`src/verilog/uart_bank_macros.svh`:
```
/*
 * uart bank parameters
 * channel count, data and divider widths, overrun counter width
 * and the baud divider loaded at reset
 */
`ifndef UART_BANK_MACROS_SVH
`define UART_BANK_MACROS_SVH

// number of transmitter channels in the bank
`define UART_CHANNELS 4

// bits per serial character
`define UART_DATA_W 8

// clock cycles per serial bit, register width
`define UART_DIV_W 16

// width of the saturating overrun counter
`define UART_CNT_W 8

// divider value right after reset, kept small for fast simulation
`define UART_DIV_RESET 4

`endif

```
`src/verilog/uart_bank_pkg.sv`:
```
/*
 * uart bank types
 * vector typedefs, host write and start structs, and the
 * transmitter state encoding
 */
`include "uart_bank_macros.svh"

package uart_bank_pkg;

  // one serial data byte
  typedef logic [`UART_DATA_W-1:0] byte_t;

  // clock cycles per serial bit
  typedef logic [`UART_DIV_W-1:0] baud_div_t;

  // one bit per channel
  typedef logic [`UART_CHANNELS-1:0] chan_mask_t;

  // overrun count, saturates at all ones
  typedef logic [`UART_CNT_W-1:0] ovr_cnt_t;

  // host write, addr 0..3 picks a channel, addr 4 the divider
  // channel writes only use the low byte of data
  typedef struct packed {
    logic [2:0] addr;
    baud_div_t  data;
  } host_wr_t;

  // shared start payload, same copy goes to every channel
  typedef struct packed {
    byte_t     data;
    baud_div_t div;
  } tx_start_t;

  // transmitter frame sequence
  typedef enum logic [1:0] {
    IDLE,
    START,
    DATA,
    STOP
  } tx_state_e;

endpackage

```
`src/verilog/uart_cmd_decoder.sv`:
```
/*
 * uart command decoder
 * turns host write strobes into one-hot channel start strobes,
 * holds the shared baud divider and drops writes to busy channels
 */
`timescale 1ns/1ps
`include "uart_bank_macros.svh"

module uart_cmd_decoder (
  input  logic                      clk,
  input  logic                      i_reset,
  input  logic                      i_wr_valid,
  input  uart_bank_pkg::host_wr_t   i_wr,
  input  uart_bank_pkg::chan_mask_t i_busy,
  output uart_bank_pkg::chan_mask_t o_start,
  output uart_bank_pkg::tx_start_t  o_tx,
  output logic                      o_drop
);
  import uart_bank_pkg::*;

  // divider sits right above the channel addresses
  localparam logic [2:0] DIV_ADDR = 3'(`UART_CHANNELS);
  // a bit shorter than two cycles cannot be sampled mid-bit
  localparam baud_div_t  DIV_MIN  = baud_div_t'(2);

  baud_div_t  div_q;
  chan_mask_t sel;
  logic       chan_wr;
  logic       div_wr;
  logic       chan_free;

  // address decode, addresses above DIV_ADDR fall through
  always_comb begin
    chan_wr = i_wr_valid && (i_wr.addr < DIV_ADDR);
    div_wr  = i_wr_valid && (i_wr.addr == DIV_ADDR);
    // one-hot select of the addressed channel
    sel = '0;
    if (chan_wr) begin
      sel = chan_mask_t'(1) << i_wr.addr;
    end
    // a pending strobe counts as busy, the channel has not seen it yet
    chan_free = ((sel & (i_busy | o_start)) == '0);
  end

  // control path, strobes last one cycle
  always_ff @(posedge clk) begin
    if (i_reset) begin
      div_q   <= baud_div_t'(`UART_DIV_RESET);
      o_start <= '0;
      o_drop  <= 1'b0;
    end else begin
      o_start <= '0;
      o_drop  <= 1'b0;
      // floor the divider at DIV_MIN
      if (div_wr) begin
        div_q <= (i_wr.data < DIV_MIN) ? DIV_MIN : i_wr.data;
      end
      if (chan_wr) begin
        if (chan_free) begin
          o_start <= sel;
        end else begin
          // collector counts this as an overrun
          o_drop <= 1'b1;
        end
      end
    end
  end

  // start payload, only loaded for an accepted channel write
  // carries the divider as it stands now, later writes do not touch it
  always_ff @(posedge clk) begin
    if (chan_wr && chan_free) begin
      o_tx.data <= i_wr.data[`UART_DATA_W-1:0];
      o_tx.div  <= div_q;
    end
  end

endmodule

```
`src/verilog/uart_tx_channel.sv`:
```
/*
 * uart transmit channel
 * one 8N1 transmitter, start bit low, data LSB first, stop bit high,
 * each bit held for the divider latched at start
 */
`timescale 1ns/1ps
`include "uart_bank_macros.svh"

module uart_tx_channel (
  input  logic                     clk,
  input  logic                     i_reset,
  input  logic                     i_start,
  input  uart_bank_pkg::tx_start_t i_tx,
  output logic                     o_txd,
  output logic                     o_busy,
  output logic                     o_done
);
  import uart_bank_pkg::*;

  localparam int BIT_W = $clog2(`UART_DATA_W);
  // index of the last data bit
  localparam logic [BIT_W-1:0] LAST_BIT = BIT_W'(`UART_DATA_W - 1);

  tx_state_e        state;
  byte_t            shift_q;
  baud_div_t        div_q;
  baud_div_t        baud_cnt;
  logic [BIT_W-1:0] bit_cnt;
  logic             bit_end;

  // last cycle of the current serial bit
  assign bit_end = (baud_cnt == div_q - 1'b1);

  // frame sequencing and counters
  always_ff @(posedge clk) begin
    if (i_reset) begin
      state    <= IDLE;
      baud_cnt <= '0;
      bit_cnt  <= '0;
    end else begin
      case (state)
        IDLE: begin
          baud_cnt <= '0;
          bit_cnt  <= '0;
          // start bit goes out on the next cycle
          if (i_start) begin
            state <= START;
          end
        end
        START, DATA, STOP: begin
          if (bit_end) begin
            baud_cnt <= '0;
          end else begin
            baud_cnt <= baud_cnt + 1'b1;
          end
          if (bit_end) begin
            case (state)
              START: begin
                state   <= DATA;
                bit_cnt <= '0;
              end
              DATA: begin
                // eight data bits then the stop bit
                if (bit_cnt == LAST_BIT) begin
                  state <= STOP;
                end else begin
                  bit_cnt <= bit_cnt + 1'b1;
                end
              end
              default: begin
                // end of stop bit, back to idle
                state <= IDLE;
              end
            endcase
          end
        end
        default: begin
          state <= IDLE;
        end
      endcase
    end
  end

  // byte and divider are captured once per frame
  always_ff @(posedge clk) begin
    if ((state == IDLE) && i_start) begin
      shift_q <= i_tx.data;
      div_q   <= i_tx.div;
    end else if ((state == DATA) && bit_end) begin
      // next data bit moves into bit 0
      shift_q <= shift_q >> 1;
    end
  end

  // line level follows the state, idle line stays high
  always_comb begin
    case (state)
      START:   o_txd = 1'b0;
      DATA:    o_txd = shift_q[0];
      default: o_txd = 1'b1;
    endcase
  end

  assign o_busy = (state != IDLE);
  // strobe in the very last busy cycle
  assign o_done = (state == STOP) && bit_end;

endmodule

```
`src/verilog/uart_status_collector.sv`:
```
/*
 * uart status collector
 * sticky per-channel done flags, interrupt line and a
 * saturating count of dropped writes
 */
`timescale 1ns/1ps

module uart_status_collector (
  input  logic                      clk,
  input  logic                      i_reset,
  input  uart_bank_pkg::chan_mask_t i_done,
  input  logic                      i_drop,
  input  logic                      i_status_clear,
  output uart_bank_pkg::chan_mask_t o_done_flags,
  output logic                      o_irq,
  output uart_bank_pkg::ovr_cnt_t   o_overruns
);
  import uart_bank_pkg::*;

  chan_mask_t flags_nxt;
  logic       cnt_full;

  // next flag value, a done strobe beats a clear for its own bit
  always_comb begin
    if (i_status_clear) begin
      flags_nxt = i_done;
    end else begin
      flags_nxt = o_done_flags | i_done;
    end
  end

  // counter holds at all ones
  assign cnt_full = (o_overruns == '1);

  // flags and irq update together, irq stays in step with the flags
  always_ff @(posedge clk) begin
    if (i_reset) begin
      o_done_flags <= '0;
      o_irq        <= 1'b0;
    end else begin
      o_done_flags <= flags_nxt;
      o_irq        <= |flags_nxt;
    end
  end

  // overrun count
  always_ff @(posedge clk) begin
    if (i_reset) begin
      o_overruns <= '0;
    end else if (i_status_clear) begin
      // clear also discards a drop in the same cycle
      o_overruns <= '0;
    end else if (i_drop && !cnt_full) begin
      o_overruns <= o_overruns + 1'b1;
    end
  end

endmodule

```
`src/verilog/uart_bank_top.sv`:
```
/*
 * uart bank top
 * command decoder, a row of identical 8N1 transmitters
 * and the status collector
 */
`timescale 1ns/1ps
`include "uart_bank_macros.svh"

module uart_bank_top (
  input  logic                      clk,
  input  logic                      i_reset,
  input  logic                      i_wr_valid,
  input  uart_bank_pkg::host_wr_t   i_wr,
  input  logic                      i_status_clear,
  output uart_bank_pkg::chan_mask_t o_txd,
  output uart_bank_pkg::chan_mask_t o_busy,
  output uart_bank_pkg::chan_mask_t o_done_flags,
  output logic                      o_irq,
  output uart_bank_pkg::ovr_cnt_t   o_overruns
);
  import uart_bank_pkg::*;

  // decoder to channels
  chan_mask_t start_mask;
  tx_start_t  tx_start;
  // channels to collector
  chan_mask_t done_mask;
  // decoder to collector
  logic       drop;

  uart_cmd_decoder u_decoder (
    .clk        (clk),
    .i_reset    (i_reset),
    .i_wr_valid (i_wr_valid),
    .i_wr       (i_wr),
    .i_busy     (o_busy),
    .o_start    (start_mask),
    .o_tx       (tx_start),
    .o_drop     (drop)
  );

  // one transmitter per channel, all share the start payload
  for (genvar g = 0; g < `UART_CHANNELS; g++) begin : g_chan
    uart_tx_channel u_chan (
      .clk     (clk),
      .i_reset (i_reset),
      .i_start (start_mask[g]),
      .i_tx    (tx_start),
      .o_txd   (o_txd[g]),
      .o_busy  (o_busy[g]),
      .o_done  (done_mask[g])
    );
  end

  uart_status_collector u_status (
    .clk            (clk),
    .i_reset        (i_reset),
    .i_done         (done_mask),
    .i_drop         (drop),
    .i_status_clear (i_status_clear),
    .o_done_flags   (o_done_flags),
    .o_irq          (o_irq),
    .o_overruns     (o_overruns)
  );

endmodule

```
`config.mk`:
```
export PLATFORM = sky130hd
export DESIGN_NAME = uart_bank_top
export DESIGN_NICKNAME = d
export VERILOG_FILES = /design/src/verilog/uart_bank_pkg.sv /design/src/verilog/uart_cmd_decoder.sv /design/src/verilog/uart_tx_channel.sv /design/src/verilog/uart_status_collector.sv /design/src/verilog/uart_bank_top.sv
export VERILOG_INCLUDE_DIRS = /design/src /design/src/verilog
export SDC_FILE = /design/constraint.sdc
export NUM_CORES = 1
export LEC_CHECK = 0
export BUFFER_PORTS_ARGS = -buffer_cell sky130_fd_sc_hd__buf_2
export CAP_MARGIN = 10
export CELL_PAD_IN_SITES_DETAIL_PLACEMENT = 2
export CELL_PAD_IN_SITES_GLOBAL_PLACEMENT = 2
export CORE_MARGIN = 2
export CORE_UTILIZATION = 45
export DETAILED_ROUTE_END_ITERATION = 12
export PLACE_DENSITY_LB_ADDON = 0.1
export SYNTH_ARGS = -nofsm -noshare
export SYNTH_HDL_FRONTEND = slang
export SYNTH_HIERARCHICAL = 1
export SYNTH_SLANG_ARGS = --single-unit
```
`constraint.sdc`:
```
create_clock -name clk -period 10.1 [get_ports clk]
set_input_delay 1.515 -clock clk [delete_from_list [all_inputs] [get_ports clk]]
set_output_delay 1.515 -clock clk [all_outputs]
set_load 0.01 [all_outputs]
```
== Word-level counts from Yosys, hierarchy flattened ==
Index checks and enable logic that the tools add are counted.
Cells by class
  $add $sub $neg: 13
  $lt $le $gt $ge: 2
  eq/ne operators: 42
  shift operators: 1
  multiplexer cells: 60
  bitwise logic cells: 5
  reduce and logical (&&, ||, !) cells: 46
Operators with widths (count)
  16-bit case mux with 2 select lines: 4
  16-bit two-way mux: 5
  16-bit by 1-bit adder with 16-bit output (second input constant): 4
  16-bit == test: 4
  8-bit two-way mux: 8
  16-bit by 1-bit subtractor with 16-bit output (second input constant): 4
  3-bit case mux with 2 select lines: 8
  2-bit case mux with 2 select lines: 8
  2-bit two-way mux: 12
  3-bit two-way mux: 8
  3-bit AND reduction: 8
  2-bit == test (second input constant): 8
  1-bit logical AND: 16
  16-bit by 2-bit less-than comparator with 1-bit output (second input constant): 1
  2-bit nonzero test: 8
  3-bit == test (second input constant): 5
  3-bit OR reduction: 5
  3-bit by 1-bit adder with 3-bit output (second input constant): 4
  3-bit by 1-bit inequality test with 1-bit output (second input constant): 4
  3-bit by 2-bit inequality test with 1-bit output (second input constant): 4
  3-bit inequality test (second input constant): 4
  8-bit by 1-bit adder with 8-bit output (second input constant): 1
  2-bit by 1-bit == test with 1-bit output (second input constant): 4
  8-bit == test (second input constant): 1
  other kinds (15): 31
Word-level totals
  bits in registers: 238
  input port bits: 23
  output and inout port bits: 21

== Longest topological paths before layout ==
  word-level depth: 7
  gate-level depth with buffers: 12

== Modules after synthesis ==
Netlist, hierarchy kept.
By module, submodules not included
  uart_tx_channel (g_chan[3].u_chan): instances 1, cells each 261, area each 2701.3 um2
  uart_tx_channel (g_chan[0].u_chan): instances 1, cells each 246, area each 2513.7 um2
  uart_tx_channel (g_chan[1].u_chan): instances 1, cells each 238, area each 2458.6 um2
  uart_tx_channel (g_chan[2].u_chan): instances 1, cells each 234, area each 2438.6 um2
  uart_cmd_decoder: instances 1, cells each 117, area each 1592.8 um2
  uart_status_collector: instances 1, cells each 61, area each 569.3 um2

== Worst setup path before layout ==
OpenSTA, ideal clock, no wires.
  kind: reg2reg
  from: register g_chan[3].u_chan.div_q[3]
  to: register g_chan[3].u_chan.shift_q[0], enable pin
  setup time: 0.326 ns
  arrival: 3.001 ns
  required time: 9.774 ns
  setup slack: 6.773 ns
  stages on the path, launching flop included: 10
  buffers on the path: 2
  clock period less this slack: 3.327 ns
  cells stage by stage: edfxtp_1 -> buf_6 -> or4_1 -> buf_2 -> or3_4 -> or4_4 -> a221oi_4 -> o2111ai_4 -> nor2_4 -> a21o_1
On the way
  word-level cells in the longest chain between the ends: 4
RTL lines
  from (decl): line uart_tx_channel.sv:26  | baud_div_t div_q;
  from (signal assigned): line uart_tx_channel.sv:88  | div_q <= i_tx.div;
  16-bit by 1-bit subtractor with 16-bit output: line uart_tx_channel.sv:32  | assign bit_end = (baud_cnt == div_q - 1'b1);
  16-bit == test: line uart_tx_channel.sv:32
  1-bit logical AND: line uart_tx_channel.sv:89  | end else if ((state == DATA) && bit_end) begin
  2-bit nonzero test (no source line)
  to (signal assigned): line uart_tx_channel.sv:87  | shift_q <= i_tx.data;
  to (signal assigned): line uart_tx_channel.sv:91  | shift_q <= shift_q >> 1;
  to (decl): line uart_tx_channel.sv:25  | byte_t shift_q;
Every way passes these cells.
A chain may end at the register's enable or synchronous reset.

== Worst setup path after layout ==
Same ends and word-level chain as after synthesis.

==> summary.txt <==
STA
  • Final min period: 3.919 ns
  • Slew Limit Fails: 0
  • Worst Max-Slew Pin Slew: 1.053 ns
  • Fmax achieved: 255.2 MHz
  • Fin crit share: 38.80%
  • Worst slew margin: slightly below 30%
  • Sum Neg Setup Slack: 0 ns
  • Unrepaired setup endpoints after global routing: no
  • Final hold violations: 0
  • Final WS setup: slightly above 6 ns
  • Final setup viols: 0
  • Worst Clk Skew: around 0.017 ns

Layout
  • Area delta synth->final: 11.03%
  • Non-Filler Instances: 1,559
  • Share of cells above drive strength 1: 15.11%
  • Antenna Cells: 0
  • Fin nets: around 1,300
  • Fillers: 2,760

Synth
  • Sequential area share after synthesis: 48.60%
  • Synth top area cells: edfxtp_1, dfxtp_1, xor2_1
  • Most common cell in the netlist: edfxtp_1
  • Synth area leader: edfxtp_1
  • YS warnings: 6
  • Library cells used by synthesis: 100
  • Most common flop cell mapped by yosys: edfxtp_1
  • FFs w/ async S/R, synth: 0%
  • Flops & latches, synth: about 240
  • Share of the synthesized area in the top cell type: 29.36%
  • EDFF count, synth: 120
  • Avg Inst Size Synth: 10.61 µm²
  • Top post-synthesis cells by count: edfxtp_1, dfxtp_1, nand2_1
  • Post-Synthesis Cell Area: around 12,000 µm²
  • Post-Syn Instances: 1,157
  • Net Count, Synth: 1,217

Route
  • Routed wl met3: between 1000 and 1500 µm
  • Post-route DRC violation count: 0
  • Wirelength per Cell: 23.19 µm
  • Total number of vias: 9,213
  • First-pass iteration count of the detailed router: 5
  • DR vias/cell: 5.910
  • Drt total wl: about 36,000 µm
  • Top Metal Used: met4
  • Post-DRT Antenna Nets: 0
  • Metal2 WL: 17,740 µm
  • DRT iter0 DRCs: a little under 500
  • Post-Route M1 WL: 15,600 µm

Setup path
  • CP Capture Type: flop
  • Reg2Reg Launch Point: g_chan[3].u_chan/div_q[3]
  • Reg2reg end: g_chan[3].u_chan/shift_q[0]
  • CP Cell Sequence: or4_1, or3_4, or4_4, a221oi_4, o2111ai_4, nor2_4, a21o_1
  • CP Capture Point: g_chan[3].u_chan/shift_q[0]
  • Worst path max stage delay: slightly above 0.7 ns
  • Crit path DAT: 4.13 ns
  • Critical path's slowest cell: or4_1
  • Critical path startpoint: g_chan[3].u_chan/div_q[3]
  • Crit Path Class: flop to flop
  • CP required: 10.31 ns
  • R2R depth: 7
  • Crit path launch type: flop
  • Worst R2R Setup Slack: 6.18 ns
  • Crit Path Max Fanout: 17

Placed design
  • DP Worst Slack: 6.018 ns
  • DP Wirelength: 25,920 µm
  • Placed Cells incl. Taps: 1,507
  • Gpl congestion: 0.8233
  • Port bufs: 43

Global route
  • First-pass GRT wire length: 57,080 µm
  • Vias in the first global route: about 10,000
  • Largest net degree at the start of global routing: 51
  • GRT Total Usage: 25.37%
  • Total congestion overflow: 0
  • Number of antenna violations at the first check in global routing: 0

Power and ir drop
  • Clock Power Share: 41.2%
  • Sequential Power Share: 46.6%
  • Peak VDD IR: between 0.0001 and 0.00015 V
  • Power Density: ~180 nW/µm²
  • LEAKAGE: approximately 0.0049 µW
  • Combinational Power Share: 12.2%
  • Net load switching power: ~660 µW
  • Sw Ratio: 27.49%
  • Internal: ~1700 µW

CTS
  • CTS tree: done
  • CTS Buffer Depth: 3
  • Clock-pin slew on the worst setup and hold paths: 0.06 ns
  • CTS resizes: 0
  • Number of buffers created by CTS: 27
  • Setup repair bufs after CTS: 0
  • Root Driver: clkbuf_16
  • Htree depth: 1
  • CTS hold repair buffers: 0
  • Clock net sink count: between 200 and 250
  • Clock Latency Late Sink: ~0.56 ns

Job
  • Max cap viols: 0

Die
  • Die Height: 169.2 µm
  • Row count: 60
  • Die area: 28,610 µm²
  • Die width: 169.2 µm
  • Starting density of the core: 45.67%
  • Ports: 44
  • Core area: 26,880 µm²

Status
  • Status: completed

Min path
  • Hold crit path type: flop to flop
  • Hold path start: u_decoder/div_q[1]
==> per-layer routing <==
metal / GRT usage (%) / vias to the layer above
met2: 44.60 / 200
li1: - / 4305
met3: 3.382 / 77
met1: 31.91 / 4631
met5: 0 / -
met4: 9.402 / 0
==> final cells by class <==
type / count / area (µm²) / area share [%]
flip-flops and latches: 238 / 5966 / 43.78
multi-input cells: 830 / 5891 / 43.22
clock inverters: 12 / 127.6 / 0.9365
clock buffers: 38 / 768.2 / 5.637
repair buffers: 47 / 250.2 / 1.836
inverters: 53 / 198.9 / 1.460
well taps: 341 / 426.7 / 3.131
==> state kept, by name, indices dropped and copies added, names as in the netlist <==
| register | count |
|---|---|
| u_decoder/o_drop | 1 |
| u_status/o_overruns | 8 |
| u_decoder/div_q | 16 |
| g_chan.u_chan/shift_q | 32 |
| g_chan.u_chan/bit_cnt | 12 |
| g_chan.u_chan/baud_cnt | 64 |
| u_decoder/o_tx | 24 |
| u_status/o_done_flags | 4 |
| g_chan.u_chan/state | 8 |
| u_status/o_irq | 1 |
| u_decoder/o_start | 4 |
| g_chan.u_chan/div_q | 64 |
==> per-stage QoR <==
step | utilization, % | total power (µW) | hold slack [ns] | cell area (µm²)
6_report | 50.71 | 2407 | 0.4318 | 13630
5_1_grt | 50.71 | 2495 | 0.4489 | 13630
4_1_cts | 50.63 | 2426 | 0.4320 | 13610
3_5_place_dp | 47.30 | 1426 | 0.4171 | 12710
3_3_place_gp | 47.30 | 1404 | 0.4107 | 12710
2_1_floorplan | - | 1307 | 0.4030 | 12270
==> power by group through the flow <==
stage / Clock, µW / Sequential, µW / Combinational [µW]
2_1_floorplan: 0 / 1110 / 200
3_5_place_dp: 0 / 1140 / 286
6_report: 991 / 1120 / 295
5_1_grt: 1050 / 1120 / 324
3_3_place_gp: 0 / 1130 / 270
4_1_cts: 1010 / 1120 / 294
==> worst min-delay path by stage <==
stage / end / cells after the start
after floorplan: u_decoder/o_tx[1] / 0
after global placement: u_decoder/o_tx[1] / 0
after detailed placement: u_decoder/o_tx[1] / 0
after CTS: u_decoder/o_tx[1] / 0
after global routing: u_decoder/o_tx[1] / 0
final: u_decoder/o_tx[1] / 0
==> placed cells by master (no fill, tap or decap), types with 25 or more instances in the layout <==
cell type	Yosys	layout
clkbuf_16	0	27
edfxtp_1	120	120
a21oi_1	25	25
nand3_1	43	43
xnor2_1	54	54
nor2_1	85	85
dfxtp_1	118	118
ha_1	37	37
nand2_1	98	98
nor4_1	29	29
and3_1	29	29
inv_1	53	53
nor3_1	41	41
buf_2	4	44
xor2_1	68	68
mux2_2	29	29
==> worst max-delay path: cells and delay by family (launching register included) <==
family,cells,cell delay [ns]
compound gates,3,0.99
flops,1,0.51
simple gates,4,2.07
==> cells by family after synthesis <==
group                    share of synthesized area [%]
multiplexers                                     3.772
AO/OA/AOI/OAI                                    9.073
AND/OR/NAND/NOR                                  22.62
buffers and inverters                            3.456
flip-flops                                       48.60
XOR/XNOR                                         8.705
adder cells (fa/ha/maj)                          3.772
Note: power is estimated with default switching activity, not from simulation.
